==> src/design/fabric_ocp_pkg.sv <==
// ------------------------------------------------
// OCP protocol definitions shared by the fabric
// command and response codes, request and response
// ------------------------------------------------

package fabric_ocp_pkg;

	localparam int ADDR_WIDTH = 32;
	localparam int DATA_WIDTH = 32;
	localparam int BEN_WIDTH  = 4;

	// ------------------------------------------------
	// command and response codes

	typedef enum logic [2:0]
	{
		CMD_IDLE  = 3'b000,
		CMD_WRITE = 3'b001,
		CMD_READ  = 3'b010
	} ocp_cmd_t;

	typedef enum logic [1:0]
	{
		RESP_NULL = 2'b00,
		RESP_DVA  = 2'b01,	// data valid / write done
		RESP_ERR  = 2'b11
	} ocp_resp_t;

	// ------------------------------------------------
	// link payloads

	typedef struct packed
	{
		ocp_cmd_t               m_cmd;
		logic [ADDR_WIDTH-1:0]  m_addr;
		logic [DATA_WIDTH-1:0]  m_data;
		logic [BEN_WIDTH-1:0]   m_byte_en;
	} ocp_req_t;	// 71 bits

	typedef struct packed
	{
		logic                   s_cmd_accept;
		logic [DATA_WIDTH-1:0]  s_data;
		ocp_resp_t              s_resp;
	} ocp_rsp_t;	// 35 bits

endpackage

==> src/design/fabric_map_pkg.sv <==
// ------------------------------------------------
// Fabric address map: port numbering and regions
// ------------------------------------------------

package fabric_map_pkg;

	localparam int NPORTS     = 5;
	localparam int LOCAL_BITS = 28;
	localparam int REGION_BITS = fabric_ocp_pkg::ADDR_WIDTH - LOCAL_BITS;

	typedef logic [2:0] port_idx_t;

	localparam port_idx_t PORT_NONE = 3'd7;	// unmapped address

	// top nibble picks the port, F is the I/O port
	function automatic port_idx_t decode_port(input logic [fabric_ocp_pkg::ADDR_WIDTH-1:0] addr);
		logic [REGION_BITS-1:0] region;
		region = addr[fabric_ocp_pkg::ADDR_WIDTH-1 -: REGION_BITS];
		case (region)
			4'h0: return 3'd0;
			4'h1: return 3'd1;
			4'h2: return 3'd2;
			4'h3: return 3'd3;
			4'hf: return 3'd4;
			default: return PORT_NONE;
		endcase
	endfunction

	// strip region bits
	function automatic logic [fabric_ocp_pkg::ADDR_WIDTH-1:0] local_addr(
		input logic [fabric_ocp_pkg::ADDR_WIDTH-1:0] addr);
		return {{REGION_BITS{1'b0}}, addr[LOCAL_BITS-1:0]};
	endfunction

endpackage

==> src/design/fabric.sv <==
// ------------------------------------------------
// System fabric top level: two masters to five
// slave ports through one crossbar
// ------------------------------------------------

`timescale 1ns/100ps

module fabric (
	input  logic                      clk,
	input  logic                      i_reset,
	input  fabric_ocp_pkg::ocp_req_t  i_instr_req,	// instruction master
	output fabric_ocp_pkg::ocp_rsp_t  o_instr_rsp,
	input  fabric_ocp_pkg::ocp_req_t  i_data_req,	// data master
	output fabric_ocp_pkg::ocp_rsp_t  o_data_rsp,
	output fabric_ocp_pkg::ocp_req_t  o_port_req [fabric_map_pkg::NPORTS],
	input  fabric_ocp_pkg::ocp_rsp_t  i_port_rsp [fabric_map_pkg::NPORTS]
);

	fabric_ocp_pkg::ocp_req_t   instr_port_req [fabric_map_pkg::NPORTS];
	fabric_ocp_pkg::ocp_rsp_t   instr_port_rsp [fabric_map_pkg::NPORTS];
	fabric_ocp_pkg::ocp_req_t   data_port_req  [fabric_map_pkg::NPORTS];
	fabric_ocp_pkg::ocp_rsp_t   data_port_rsp  [fabric_map_pkg::NPORTS];
	logic                       sel_data       [fabric_map_pkg::NPORTS];

	logic                       instr_act;
	logic                       data_act;
	fabric_map_pkg::port_idx_t  instr_portno;
	fabric_map_pkg::port_idx_t  data_portno;
	logic                       instr_grant;
	logic                       data_grant;
	logic                       instr_done;
	logic                       data_done;

	// ------------------------------------------------
	// master front ends

	fabric_master_port instr_port_i (
		.clk        (clk),
		.i_reset    (i_reset),
		.i_req      (i_instr_req),
		.o_rsp      (o_instr_rsp),
		.o_port_req (instr_port_req),
		.i_port_rsp (instr_port_rsp),
		.o_act      (instr_act),
		.o_portno   (instr_portno),
		.i_grant    (instr_grant),
		.o_done     (instr_done)
	);

	fabric_master_port data_port_i (
		.clk        (clk),
		.i_reset    (i_reset),
		.i_req      (i_data_req),
		.o_rsp      (o_data_rsp),
		.o_port_req (data_port_req),
		.i_port_rsp (data_port_rsp),
		.o_act      (data_act),
		.o_portno   (data_portno),
		.i_grant    (data_grant),
		.o_done     (data_done)
	);

	// ------------------------------------------------
	// one selector per slave port

	for (genvar p = 0; p < fabric_map_pkg::NPORTS; p++)
	begin : g_port
		fabric_slave_mux mux_i (
			.i_sel_data  (sel_data[p]),
			.i_instr_req (instr_port_req[p]),
			.i_data_req  (data_port_req[p]),
			.o_instr_rsp (instr_port_rsp[p]),
			.o_data_rsp  (data_port_rsp[p]),
			.o_port_req  (o_port_req[p]),
			.i_port_rsp  (i_port_rsp[p])
		);
	end

	fabric_control control_i (
		.clk            (clk),
		.i_reset        (i_reset),
		.i_instr_act    (instr_act),
		.i_data_act     (data_act),
		.i_instr_portno (instr_portno),
		.i_data_portno  (data_portno),
		.i_instr_done   (instr_done),
		.i_data_done    (data_done),
		.o_instr_grant  (instr_grant),
		.o_data_grant   (data_grant),
		.o_sel_data     (sel_data)
	);

endmodule

==> src/design/fabric_control.sv <==
// ------------------------------------------------
// Fabric control block for per-port ownership and
// arbitration between instruction and data masters
// ------------------------------------------------

`timescale 1ns/100ps

module fabric_control (
	input  logic                       clk,
	input  logic                       i_reset,
	input  logic                       i_instr_act,
	input  logic                       i_data_act,
	input  fabric_map_pkg::port_idx_t  i_instr_portno,
	input  fabric_map_pkg::port_idx_t  i_data_portno,
	input  logic                       i_instr_done,
	input  logic                       i_data_done,
	output logic                       o_instr_grant,
	output logic                       o_data_grant,
	output logic                       o_sel_data [fabric_map_pkg::NPORTS]
);

	typedef enum logic [1:0]
	{
		OWN_FREE  = 2'd0,
		OWN_INSTR = 2'd1,
		OWN_DATA  = 2'd2
	} owner_t;

	owner_t  owner_q [fabric_map_pkg::NPORTS];
	owner_t  instr_own;	// owner of port wanted by instr
	owner_t  data_own;
	logic    instr_owns;	// instr holds some port
	logic    data_owns;
	logic    same_port;

	// ------------------------------------------------
	// owner lookup for requested ports

	always_comb
	begin
		instr_own  = OWN_FREE;
		data_own   = OWN_FREE;
		instr_owns = 1'b0;
		data_owns  = 1'b0;
		for (int p = 0; p < fabric_map_pkg::NPORTS; p++)
		begin
			if (i_instr_portno == fabric_map_pkg::port_idx_t'(p))
				instr_own = owner_q[p];
			if (i_data_portno == fabric_map_pkg::port_idx_t'(p))
				data_own = owner_q[p];
			instr_owns = instr_owns || (owner_q[p] == OWN_INSTR);
			data_owns  = data_owns || (owner_q[p] == OWN_DATA);
		end
	end

	assign same_port = i_data_act && (i_data_portno == i_instr_portno);

	// data wins a tie on a free port
	assign o_data_grant = i_data_act && (data_own == OWN_FREE || data_own == OWN_DATA);
	assign o_instr_grant = i_instr_act &&
		(instr_own == OWN_INSTR || (instr_own == OWN_FREE && !same_port));

	always_comb
	begin
		for (int p = 0; p < fabric_map_pkg::NPORTS; p++)
			o_sel_data[p] = (owner_q[p] == OWN_DATA) ||
				(owner_q[p] == OWN_FREE && o_data_grant &&
				i_data_portno == fabric_map_pkg::port_idx_t'(p));
	end

	// ------------------------------------------------
	// ownership registers

	// a port is claimed on grant, which is the accept cycle
	// or earlier when the slave stalls, and freed on response
	always_ff @(posedge clk)
	begin
		for (int p = 0; p < fabric_map_pkg::NPORTS; p++)
		begin
			if (i_reset)
				owner_q[p] <= OWN_FREE;
			else if (o_data_grant && i_data_portno == fabric_map_pkg::port_idx_t'(p))
				owner_q[p] <= OWN_DATA;
			else if (o_instr_grant && i_instr_portno == fabric_map_pkg::port_idx_t'(p))
				owner_q[p] <= OWN_INSTR;
			else if ((owner_q[p] == OWN_INSTR && i_instr_done) ||
				(owner_q[p] == OWN_DATA && i_data_done))
				owner_q[p] <= OWN_FREE;
		end
	end

	// a slave response implies the master still holds its port
	assert property (@(posedge clk) disable iff (i_reset) i_instr_done |-> instr_owns);
	assert property (@(posedge clk) disable iff (i_reset) i_data_done |-> data_owns);

endmodule

==> src/design/fabric_master_port.sv <==
// ------------------------------------------------
// Fabric master front end: decode, route to a port,
// steer the response back, answer unmapped requests
// ------------------------------------------------

`timescale 1ns/100ps

module fabric_master_port (
	input  logic                       clk,
	input  logic                       i_reset,
	input  fabric_ocp_pkg::ocp_req_t   i_req,
	output fabric_ocp_pkg::ocp_rsp_t   o_rsp,
	output fabric_ocp_pkg::ocp_req_t   o_port_req [fabric_map_pkg::NPORTS],
	input  fabric_ocp_pkg::ocp_rsp_t   i_port_rsp [fabric_map_pkg::NPORTS],
	output logic                       o_act,
	output fabric_map_pkg::port_idx_t  o_portno,
	input  logic                       i_grant,
	output logic                       o_done
);

	logic                       cmd_valid;
	logic                       unmapped;
	logic                       none_accept;	// unmapped, taken locally
	logic                       port_accept;
	logic                       pend_q;		// waiting for slave response
	logic                       err_q;
	fabric_map_pkg::port_idx_t  port_q;		// port of outstanding command
	fabric_ocp_pkg::ocp_req_t   local_req;
	fabric_ocp_pkg::ocp_rsp_t   req_port_rsp;	// port being requested
	fabric_ocp_pkg::ocp_rsp_t   own_port_rsp;	// port holding our command

	assign cmd_valid   = (i_req.m_cmd != fabric_ocp_pkg::CMD_IDLE);
	assign o_portno    = fabric_map_pkg::decode_port(i_req.m_addr);
	assign unmapped    = (o_portno == fabric_map_pkg::PORT_NONE);
	assign o_act       = cmd_valid && !unmapped;
	assign none_accept = cmd_valid && unmapped;

	always_comb
	begin
		local_req = i_req;
		local_req.m_addr = fabric_map_pkg::local_addr(i_req.m_addr);
	end

	// ------------------------------------------------
	// port routing and response select

	always_comb
	begin
		req_port_rsp = '0;
		own_port_rsp = '0;
		for (int p = 0; p < fabric_map_pkg::NPORTS; p++)
		begin
			o_port_req[p] = '0;	// IDLE
			if (o_portno == fabric_map_pkg::port_idx_t'(p))
			begin
				req_port_rsp = i_port_rsp[p];
				if (o_act && i_grant)
					o_port_req[p] = local_req;
			end
			if (port_q == fabric_map_pkg::port_idx_t'(p))
				own_port_rsp = i_port_rsp[p];
		end
	end

	assign port_accept = o_act && i_grant && req_port_rsp.s_cmd_accept;
	assign o_done = pend_q && (own_port_rsp.s_resp != fabric_ocp_pkg::RESP_NULL);

	always_comb
	begin
		o_rsp = '0;
		o_rsp.s_cmd_accept = port_accept || none_accept;
		if (err_q)
			o_rsp.s_resp = fabric_ocp_pkg::RESP_ERR;
		else if (pend_q)
		begin
			o_rsp.s_resp = own_port_rsp.s_resp;
			o_rsp.s_data = own_port_rsp.s_data;
		end
	end

	// ------------------------------------------------
	// outstanding command state

	always_ff @(posedge clk)
	begin
		if (i_reset)
		begin
			pend_q <= 1'b0;
			err_q  <= 1'b0;
		end
		else
		begin
			err_q <= none_accept;	// ERR one cycle after local accept
			if (port_accept)
				pend_q <= 1'b1;
			else if (o_done)
				pend_q <= 1'b0;
		end
	end

	always_ff @(posedge clk)
	begin
		if (port_accept)
			port_q <= o_portno;
	end

	// master must hold its command until accepted
	assert property (@(posedge clk) disable iff (i_reset)
		(cmd_valid && !o_rsp.s_cmd_accept) |=> $stable(i_req));

endmodule

==> src/design/fabric_slave_mux.sv <==
// ------------------------------------------------
// Fabric slave port selector between instruction
// and data masters, with response fan-back
// ------------------------------------------------

`timescale 1ns/100ps

module fabric_slave_mux (
	input  logic                      i_sel_data,	// 1: data master owns port
	input  fabric_ocp_pkg::ocp_req_t  i_instr_req,
	input  fabric_ocp_pkg::ocp_req_t  i_data_req,
	output fabric_ocp_pkg::ocp_rsp_t  o_instr_rsp,
	output fabric_ocp_pkg::ocp_rsp_t  o_data_rsp,
	output fabric_ocp_pkg::ocp_req_t  o_port_req,
	input  fabric_ocp_pkg::ocp_rsp_t  i_port_rsp
);

	// ------------------------------------------------
	// request path

	always_comb
	begin
		if (i_sel_data)
			o_port_req = i_data_req;
		else
			o_port_req = i_instr_req;
	end

	// ------------------------------------------------
	// accept and response back to owner only

	always_comb
	begin
		o_instr_rsp = '0;	// NULL, accept low
		o_data_rsp  = '0;
		if (i_sel_data)
			o_data_rsp = i_port_rsp;
		else
			o_instr_rsp = i_port_rsp;
	end

endmodule

==> config.mk <==
export PLATFORM = sky130hd
export DESIGN_NAME = fabric
export DESIGN_NICKNAME = d
export VERILOG_FILES = /design/src/design/fabric_ocp_pkg.sv /design/src/design/fabric_map_pkg.sv /design/src/design/fabric.sv /design/src/design/fabric_control.sv /design/src/design/fabric_master_port.sv /design/src/design/fabric_slave_mux.sv
export SDC_FILE = /design/constraint.sdc
export NUM_CORES = 1
export LEC_CHECK = 0
export ABC_CLOCK_PERIOD_IN_PS = 5800
export BUFFER_PORTS_ARGS = -buffer_cell sky130_fd_sc_hd__buf_4
export CORE_AREA = 2 2 290 292
export DETAILED_ROUTE_END_ITERATION = 7
export DIE_AREA = 0 0 292 294
export PLACE_DENSITY = 0.44
export SKIP_LAST_GASP = 1
export SYNTH_ARGS = -nofsm -noshare
export SYNTH_HDL_FRONTEND = slang
export SYNTH_HIERARCHICAL = 1
export SYNTH_SLANG_ARGS = --single-unit
==> constraint.sdc <==
create_clock -name clk -period 5.8 [get_ports clk]
set_input_delay 1.16 -clock clk [delete_from_list [all_inputs] [get_ports clk]]
set_output_delay 1.16 -clock clk [all_outputs]
set_load 0.05 [all_outputs]
Yosys cells after proc, flatten, opt, wreduce, memory -nomap -nowiden
Memory sizes are Yosys's and may differ from the RTL's.
Cells that the tools add are included.
Widths: inputs -> output; s select.
{"block": "word_totals", "n_memories": 1, "output_inout_bits": 425, "ff_bits": 10, "inputBits": 319, "mem_bits_rw": 10}
{"memory": "control_i.owner_q", "depth": 5, "width": 2, "rd": 5, "rd_ports_with_merged_regs": 0, "wr": 5, "line": "fabric_control.sv:29", "rtl": "owner_t owner_q [fabric_map_pkg::NPORTS];"}
{"block": "op_classes", "eq_ne": 39, "muxes": 146, "bitwise_logic": 15, "reduce_logical": 80}
{"operator": "$mux 71", "n": 17}
{"operator": "$mux 35", "n": 20}
{"operator": "$mux 34", "n": 12}
{"operator": "$mux 1", "n": 66}
{"operator": "$mux 32", "n": 2}
{"operator": "$mux 2", "n": 27}
{"operator": "$logic_and 1x1->1", "n": 44}
{"operator": "$pmux 3 s5", "n": 2}
{"operator": "$eq 3x2->1 const B", "n": 8}
{"operator": "$eq 3x3->1 const B", "n": 6}
{"operator": "$eq 4x2->1 const B", "n": 4}
{"operator": "$or 1x1->1", "n": 15}
{"operator": "$logic_not 2->1", "n": 7}
{"operator": "$logic_or 1x1->1", "n": 14}
{"operator": "$eq 2x1->1 const B", "n": 6}
{"operator": "$eq 2x2->1 const B", "n": 6}
{"operator": "$eq 3x1->1 const B", "n": 4}
{"operator": "$logic_not 3->1", "n": 4}
{"operator": "$eq 4x1->1 const B", "n": 2}
{"operator": "$eq 4x4->1 const B", "n": 2}
{"operator": "$logic_not 4->1", "n": 2}
{"operator": "$reduce_bool 2->1", "n": 4}
{"operator": "$reduce_bool 3->1", "n": 2}
{"operator": "$eq 3x3->1", "n": 1}
{"operator": "$logic_not 1->1", "n": 3}

Longest topological paths before layout
Gate-level depths: netlist of run 1.
{"block": "depth", "depth_word": 30, "mapped_depth": 19, "ltp_nobuf": 15}

Modules after synthesis
The synthesis of run 1 kept the hierarchy.
{"mod": "fabric_master_port", "n_inst": 2, "area_each_um2": 4445.5, "cells_each": 587, "seq_area_each_um2": 130.1}
{"mod": "fabric_slave_mux", "n_inst": 5, "area_each_um2": 1413.9, "cells_each": 157, "seq_area_each_um2": 0.0}
{"mod": "fabric_control", "n_inst": 1, "area_each_um2": 895.9, "cells_each": 101, "seq_area_each_um2": 300.3}

Worst setup path after synthesis of run 1
OpenSTA, ideal clock, no wires.
{"block": "synth_path", "path_type": "input -> output", "from": "input port i_instr_req[66] (netlist name)", "to": "output port o_port_req[284] (netlist name)", "required_ns": 4.640, "setup_slack_ns": 0.414, "path_stages": 13, "path_buffers": 4, "arrival_time_ns": 4.226, "cell_sequence": "and4_1 -> buf_2 -> a21oi_1 -> buf_6 -> mux4_2 -> and2_2 -> nor4_1 -> nand2b_4 -> nor4_2 -> buf_4 -> clkbuf_2 -> and2_1 -> mux2_2"}
{"item": "from (decl)", "line": "fabric.sv:11", "rtl": "input fabric_ocp_pkg::ocp_req_t i_instr_req,"}
{"item": "to (decl)", "line": "fabric.sv:15", "rtl": "output fabric_ocp_pkg::ocp_req_t o_port_req [fabric_map_pkg::NPORTS],"}

==> results_dict.tcl, run 1 <==
set metrics [dict create \
    area_growth_syn_to_layout_pct 38.9 \
    die_h_um 294 \
    drv_cap 0 \
    leakagePower_nw 11.1 \
    postLayoutCellArea_um2 23400 \
    grt_pass1_wl_mm 131 \
    rows 106 \
    cp-end-kind "output pin" \
    grt_pass1_vias 17200 \
    synth.area.top_cells "and2_1 (31%), mux2_2 (17%), mux4_1 (9.4%), nor2b_1 (9.0%), mux2_4 (8.9%)" \
    hold_class "reg -> reg" \
    core_um2 82900 \
    drtPass1Iterations 6 \
    hold_violations 0 \
    start_util_pct 20.3 \
    cts-buffers-inserted 3 \
    crit_type "in -> out" \
    yosysUniqueCellTypes 63 \
    antenna_left 0 \
    via_per_inst 4.56 \
    cts_sinks 20 \
    final_net_count 2997 \
    arrival_ns 4.46 \
    slew_headroom_pct 38.5 \
    drc 0 \
    max_freq_mhz 178 \
    htree_levels 1 \
    worst_pin_slew_ns 0.922 \
    yosysWarnings 6 \
    setup_ws_ns 0.177 \
    dp_slack_ns 0.170 \
    cts_buffer_depth 2 \
    vias 17200 \
    synth_area_um2 16900 \
    cp-start-kind "input pin" \
    yosys.area.top_type_share_pct 31.3 \
    cts_tree "yes" \
    globalplace.congestion 0.863 \
    antenna_found_initial 15 \
    routedWlPerCell_um 25.0 \
    dpl.cell_count 3751 \
    max-vdd-ir-drop_v 0.0000838 \
    finalSetupViolCount 0 \
    grt_use_total_pct 20.7 \
    cp_data_required_time_ns 4.64 \
    ioPinCount 744 \
    totalWireLength_mm 94.3 \
    period_minus_slack_ns 5.62 \
    outcome "completed" \
    port_buffers 723 \
    power_density_nw_per_um2 53.5 \
    drt-initial-drc-count 675 \
    cts-root-buf "clkbuf_16" \
    gr-total-overflow 0 \
    yosysTopAreaCell "and2_1" \
    hpwlAfterDp_mm 73.9 \
    hold_ws_ns 0.531 \
    clk_latency_ns 0.26 \
    utilization_pct 28.2 \
    instances_no_fill 3767 \
    ys_seq_elements 20 \
    die-width_um 292 \
    async_flop_share_pct 0 \
    ys_seq_area_share_pct 3.33 \
    cts.clk_slew.worst_paths_ns 0.05 \
    grt_max_degree 68 \
    synth_ff_type "edfxtp_1" \
    clock_skew_ns 0.00332 \
    die_area_um2 85800 \
    placed_cell_area_um2 23300 \
    synth_edf_count 16 \
    synth_area_per_cell_um2 8.18 \
    finalCritPeriodShare_pct 96.9 \
    layout-drive-gt1-share_pct 45.8 \
    synthCells 2060 \
    rsz0062_at_grt "true" \
    worstPathMaxFanout 31 \
    drv_slew 0 \
]
[worst max-delay path: stages]
cell	delay, ns
buf_4	0.13
and4_1	0.29
a21oi_2	0.22
mux4_2	0.57
and2_2	0.22
nor4_2	0.26
buf_4	0.17
nand2b_4	0.12
nor4_4	0.26
buf_4	0.19
clkbuf_16	0.22
and2_1	0.15
mux2_2	0.21
buf_4	0.22
[state kept, by name, summed over array words and instances, names as in the netlist]
signal               count
control_i/owner_q       10
data_port_i/err_q        1
data_port_i/pend_q       1
data_port_i/port_q       3
instr_port_i/err_q       1
instr_port_i/pend_q      1
instr_port_i/port_q      3
[metal layers]
layer | global-route usage (%) | wire (um)
met2 | 37.2 | 46800
met4 | 6.54 | 3240
met1 | 23.8 | 37400
met5 | 0 | 80
met3 | 5.26 | 6910
[synthesized netlist by cell type (5+ instances only)]
library cell,count
and2_1,842
mux2_2,255
nor2b_1,242
mux2_4,100
nor2_1,89
a21oi_1,76
clkbuf_1,62
mux4_1,60
buf_4,54
buf_2,50
buf_6,45
edfxtp_1,16
inv_1,11
or2_2,10
mux4_2,8
nand2_1,8
nor4_2,8
o21ai_0,8
clkbuf_2,7
and3_1,6
buf_12,6
clkbuf_8,6
nand2b_1,5
[cell usage in the layout (no fill, tap or decap), drive strengths merged, types with 5 or more instances in the layout]
cell type | Yosys | final
buf | 155 | 808
or2 | 12 | 12
a21oi | 76 | 76
o21ai | 8 | 8
nor2b | 242 | 242
mux2 | 355 | 355
nor2 | 91 | 91
diode | 0 | 10
and2 | 843 | 843
edfxtp | 16 | 16
conb | 2 | 40
and3 | 6 | 6
mux4 | 68 | 68
clkbuf | 75 | 5
nand2b | 8 | 8
nor4 | 12 | 12
inv | 13 | 13
nand2 | 8 | 8
[final cells by class]
cell class	instances	area, um2
fillers	9169	59500
well taps	1080	1350
flip-flops and latches	20	561
multi-input cells	1831	14900
repair buffers	809	6470
inverters	13	48.8
diodes	10	25.0
clock buffers	4	88.8
[cell families (layout without fill, tap and decap cells)]
| family | count (synthesis) | count (layout) | share of synthesized area [%] |
|---|---|---|---|
| simple gates | 1254 | 1254 | 45.9 |
| mux | 427 | 427 | 36.6 |
| buf+inv | 247 | 826 | 10.2 |
| compound gates | 107 | 107 | 3.81 |
| flops | 20 | 20 | 3.33 |
| xor+xnor | 3 | 3 | 0.156 |
| other cells | 2 | 50 | 0.0446 |
[metrics by stage]
stage | total power [mW] | setup TNS (ns)
after global placement | 1.10 | 0
after global routing | 1.32 | -0.00792
after floorplan | 0.681 | 0
final | 1.25 | 0
after detailed placement | 1.10 | 0
after CTS | 1.27 | 0
[power by group]
group,total [mW],switching [mW],internal (mW)
sequential,0.167,0.00736,0.160
clock,0.159,0.0534,0.105
combinational,0.927,0.512,0.416
[path summary, 6_finish.rpt]
kind / from / end / slack [ns] / depth (start not counted)
setup / recovery: i_instr_req[66] / o_port_req[210] / 0.18 / 14
hold / removal: instr_port_i/pend_q$_SDFFE_PP0P_ / instr_port_i/pend_q$_SDFFE_PP0P_ / 0.53 / 2
setup reg to reg: control_i/owner_q[3][1]$_SDFFCE_PP0P_ / control_i/owner_q[0][1]$_SDFFCE_PP0P_ / 2.53 / 12
hold reg to reg: instr_port_i/pend_q$_SDFFE_PP0P_ / instr_port_i/pend_q$_SDFFE_PP0P_ / 0.53 / 2
[what timing repair did]
item / 4_1_cts / 5_1_grt
gates resized for setup: 0 / 5
setup buffers: 0 / 1
setup endpoints to repair: 0 / 16
hold buffers: 0 / 0
Power figures use the tool's default switching activity.
==> run 2, diff against run 1 <==
--- a/config.mk
+++ b/config.mk
@@ -10,7 +10,8 @@
 export CORE_AREA = 2 2 290 292
 export DETAILED_ROUTE_END_ITERATION = 7
 export DIE_AREA = 0 0 292 294
-export PLACE_DENSITY = 0.44
+export PLACE_DENSITY = 0.49
+export RECOVER_POWER = 100
 export SKIP_LAST_GASP = 1
 export SYNTH_ARGS = -nofsm -noshare
 export SYNTH_HDL_FRONTEND = slang
==> constraint.sdc (replaced) <==
create_clock -name clk -period 5.8 [get_ports clk]
set_input_delay 1.16 -clock clk [delete_from_list [all_inputs] [get_ports clk]]
set_output_delay 1.16 -clock clk [all_outputs]
set_load 0.02 [all_outputs]
==> run 2 against run 1 <==
Effect of this change:
- critical path depth increased by 4
- first-iteration DRC count decreased by 4.9%
- clock skew barely moved
- sequential power hardly changed
- non-clock buffer count fell by 19
- global-route usage fell by 1.5 points
- routed wire length down 6.7%
- sequential cell count stayed put
- count of clock-buffer cells in the layout decreased by 1
- clock power fell by 11%
==> results_dict.tcl, run 2 (synthesis gave the netlist of run 1 again) <==
set metrics [dict create \
    outcome "completed" \
    cts-buffers-inserted 3 \
    period_minus_slack_ns 5.68 \
    finalCritPeriodShare_pct 97.9 \
    layout-drive-gt1-share_pct 45.3 \
    cp-start-kind "input pin" \
    dpl.cell_count 3729 \
    finalSetupViolCount 0 \
    htree_levels 1 \
    via_per_inst 4.55 \
    dp_slack_ns 0.0866 \
    multi_input_area_um2 14900 \
    slew_headroom_pct 43.4 \
    grt_pass1_vias 16700 \
    drtPass1Iterations 4 \
    ioPinCount 744 \
    fillerInstances 9130 \
    regMostFlops "control_i/owner_q" \
    grt_use_total_pct 19.2 \
    gr-usage-met1_pct 22.7 \
    core_um2 82900 \
    die_h_um 294 \
    gr-total-overflow 0 \
    largest_reg_flops 10 \
    antenna_left 0 \
    cts_sinks 20 \
    power_density_nw_per_um2 49.2 \
    clock_skew_ns 0.00296 \
    regArea_um2 561 \
    clk_latency_ns 0.25 \
    gr-usage-met3_pct 4.13 \
    busiest_layer "met2" \
    hold_violations 0 \
    globalplace.congestion 0.857 \
    rsz0062_at_grt "true" \
    grt_max_degree 72 \
    grt_pass1_wl_mm 123 \
    start_util_pct 20.3 \
    drt-initial-drc-count 642 \
    rows 106 \
    cts_buffer_depth 2 \
    drc 0 \
    drv_cap 0 \
    cts-root-buf "clkbuf_16" \
    antenna_found_initial 11 \
    die-width_um 292 \
    cts_tree "yes" \
    hold_class "reg -> reg" \
    vias 17100 \
    use_met2_pct 35.6 \
    hold_ws_ns 0.539 \
    cp-end-kind "output pin" \
    worstPathMaxFanout 34 \
    crit_type "in -> out" \
    port_buffers 723 \
    drv_slew 0 \
    ctsHoldBuffers 0 \
    total_power_mw 1.14 \
    area_growth_syn_to_layout_pct 37.0 \
    most-common-layout-cells "and2_1 (842), buf_4 (769), mux2_2 (255)" \
    final_net_count 2978 \
    fin_setup_tns_ns 0 \
    max-vdd-ir-drop_v 0.0000765 \
    final_common_cell "and2_1" \
    die_area_um2 85800 \
    cts.clk_slew.worst_paths_ns 0.05 \
    max_freq_mhz 176 \
    worst_pin_slew_ns 0.850 \
    arrival_ns 4.52 \
    hpwlAfterDp_mm 67.1 \
    setup_ws_ns 0.120 \
    instances_no_fill 3746 \
    leakagePower_nw 11.0 \
    routedWlPerCell_um 23.5 \
    totalWireLength_mm 88.0 \
    reg_top3 "control_i/owner_q (10), data_port_i/port_q (3), instr_port_i/port_q (3)" \
    cp_data_required_time_ns 4.64 \
]
[run 2: worst paths after layout]
check	start	to	slack, ns	cells past startpoint
worst min-delay path	data_port_i/pend_q$_SDFFE_PP0P_	data_port_i/pend_q$_SDFFE_PP0P_	0.54	2
worst max-delay path	i_instr_req[67]	o_port_req[139]	0.12	18
worst min register to register	data_port_i/pend_q$_SDFFE_PP0P_	data_port_i/pend_q$_SDFFE_PP0P_	0.54	2
worst max register to register	control_i/owner_q[1][1]$_SDFFCE_PP0P_	control_i/owner_q[0][0]$_SDFFCE_PP0P_	2.57	11
[run 2: area by class of cell]
class	instances	area share (%)
multi-input combinational	1831	64.3
tap	1080	5.85
clock inverter	1	0.0163
inverter	13	0.211
sequential	20	2.43
timing repair buffer	790	26.8
clock buffer	3	0.325
antenna	8	0.0867
[run 2: metal layers]
layer	vias up	part of all wire, %
met5	-	0.097
met4	12	1.8
met3	71	6.9
met2	614	51
met1	8366	41
li1	7989	-
[run 2: through the flow]
step	util, %	cell area [um2]
2_1_floorplan	-	17000
3_3_place_gp	27.7	22900
3_5_place_dp	27.7	22900
4_1_cts	27.8	23000
5_1_grt	27.8	23100
6_report	27.9	23100
[run 2: critical path, cell delays in order]
cell and delay, ns:
buf_4 0.14, and4_1 0.21, buf_4 0.15, a21oi_1 0.20
buf_4 0.22, xnor2_1 0.12, nand4_1 0.28, nor4_1 0.33
nor4_1 0.11, buf_4 0.16, nand2b_4 0.08, buf_4 0.18
nor4_4 0.05, buf_4 0.17, clkbuf_16 0.21, and2_1 0.21
mux2_2 0.31, buf_4 0.17
[run 2: what timing repair did]
action | CTS | global route
gates resized for setup | 0 | 4
setup endpoints to repair | 0 | 142
setup buffers | 0 | 4
[run 2: power breakdown]
group	leakage [nW]	internal (mW)	switching, mW
clock network	0.0386	0.0917	0.0490
registers	0.192	0.160	0.00712
logic	10.7	0.402	0.426
total	11.0	0.654	0.482
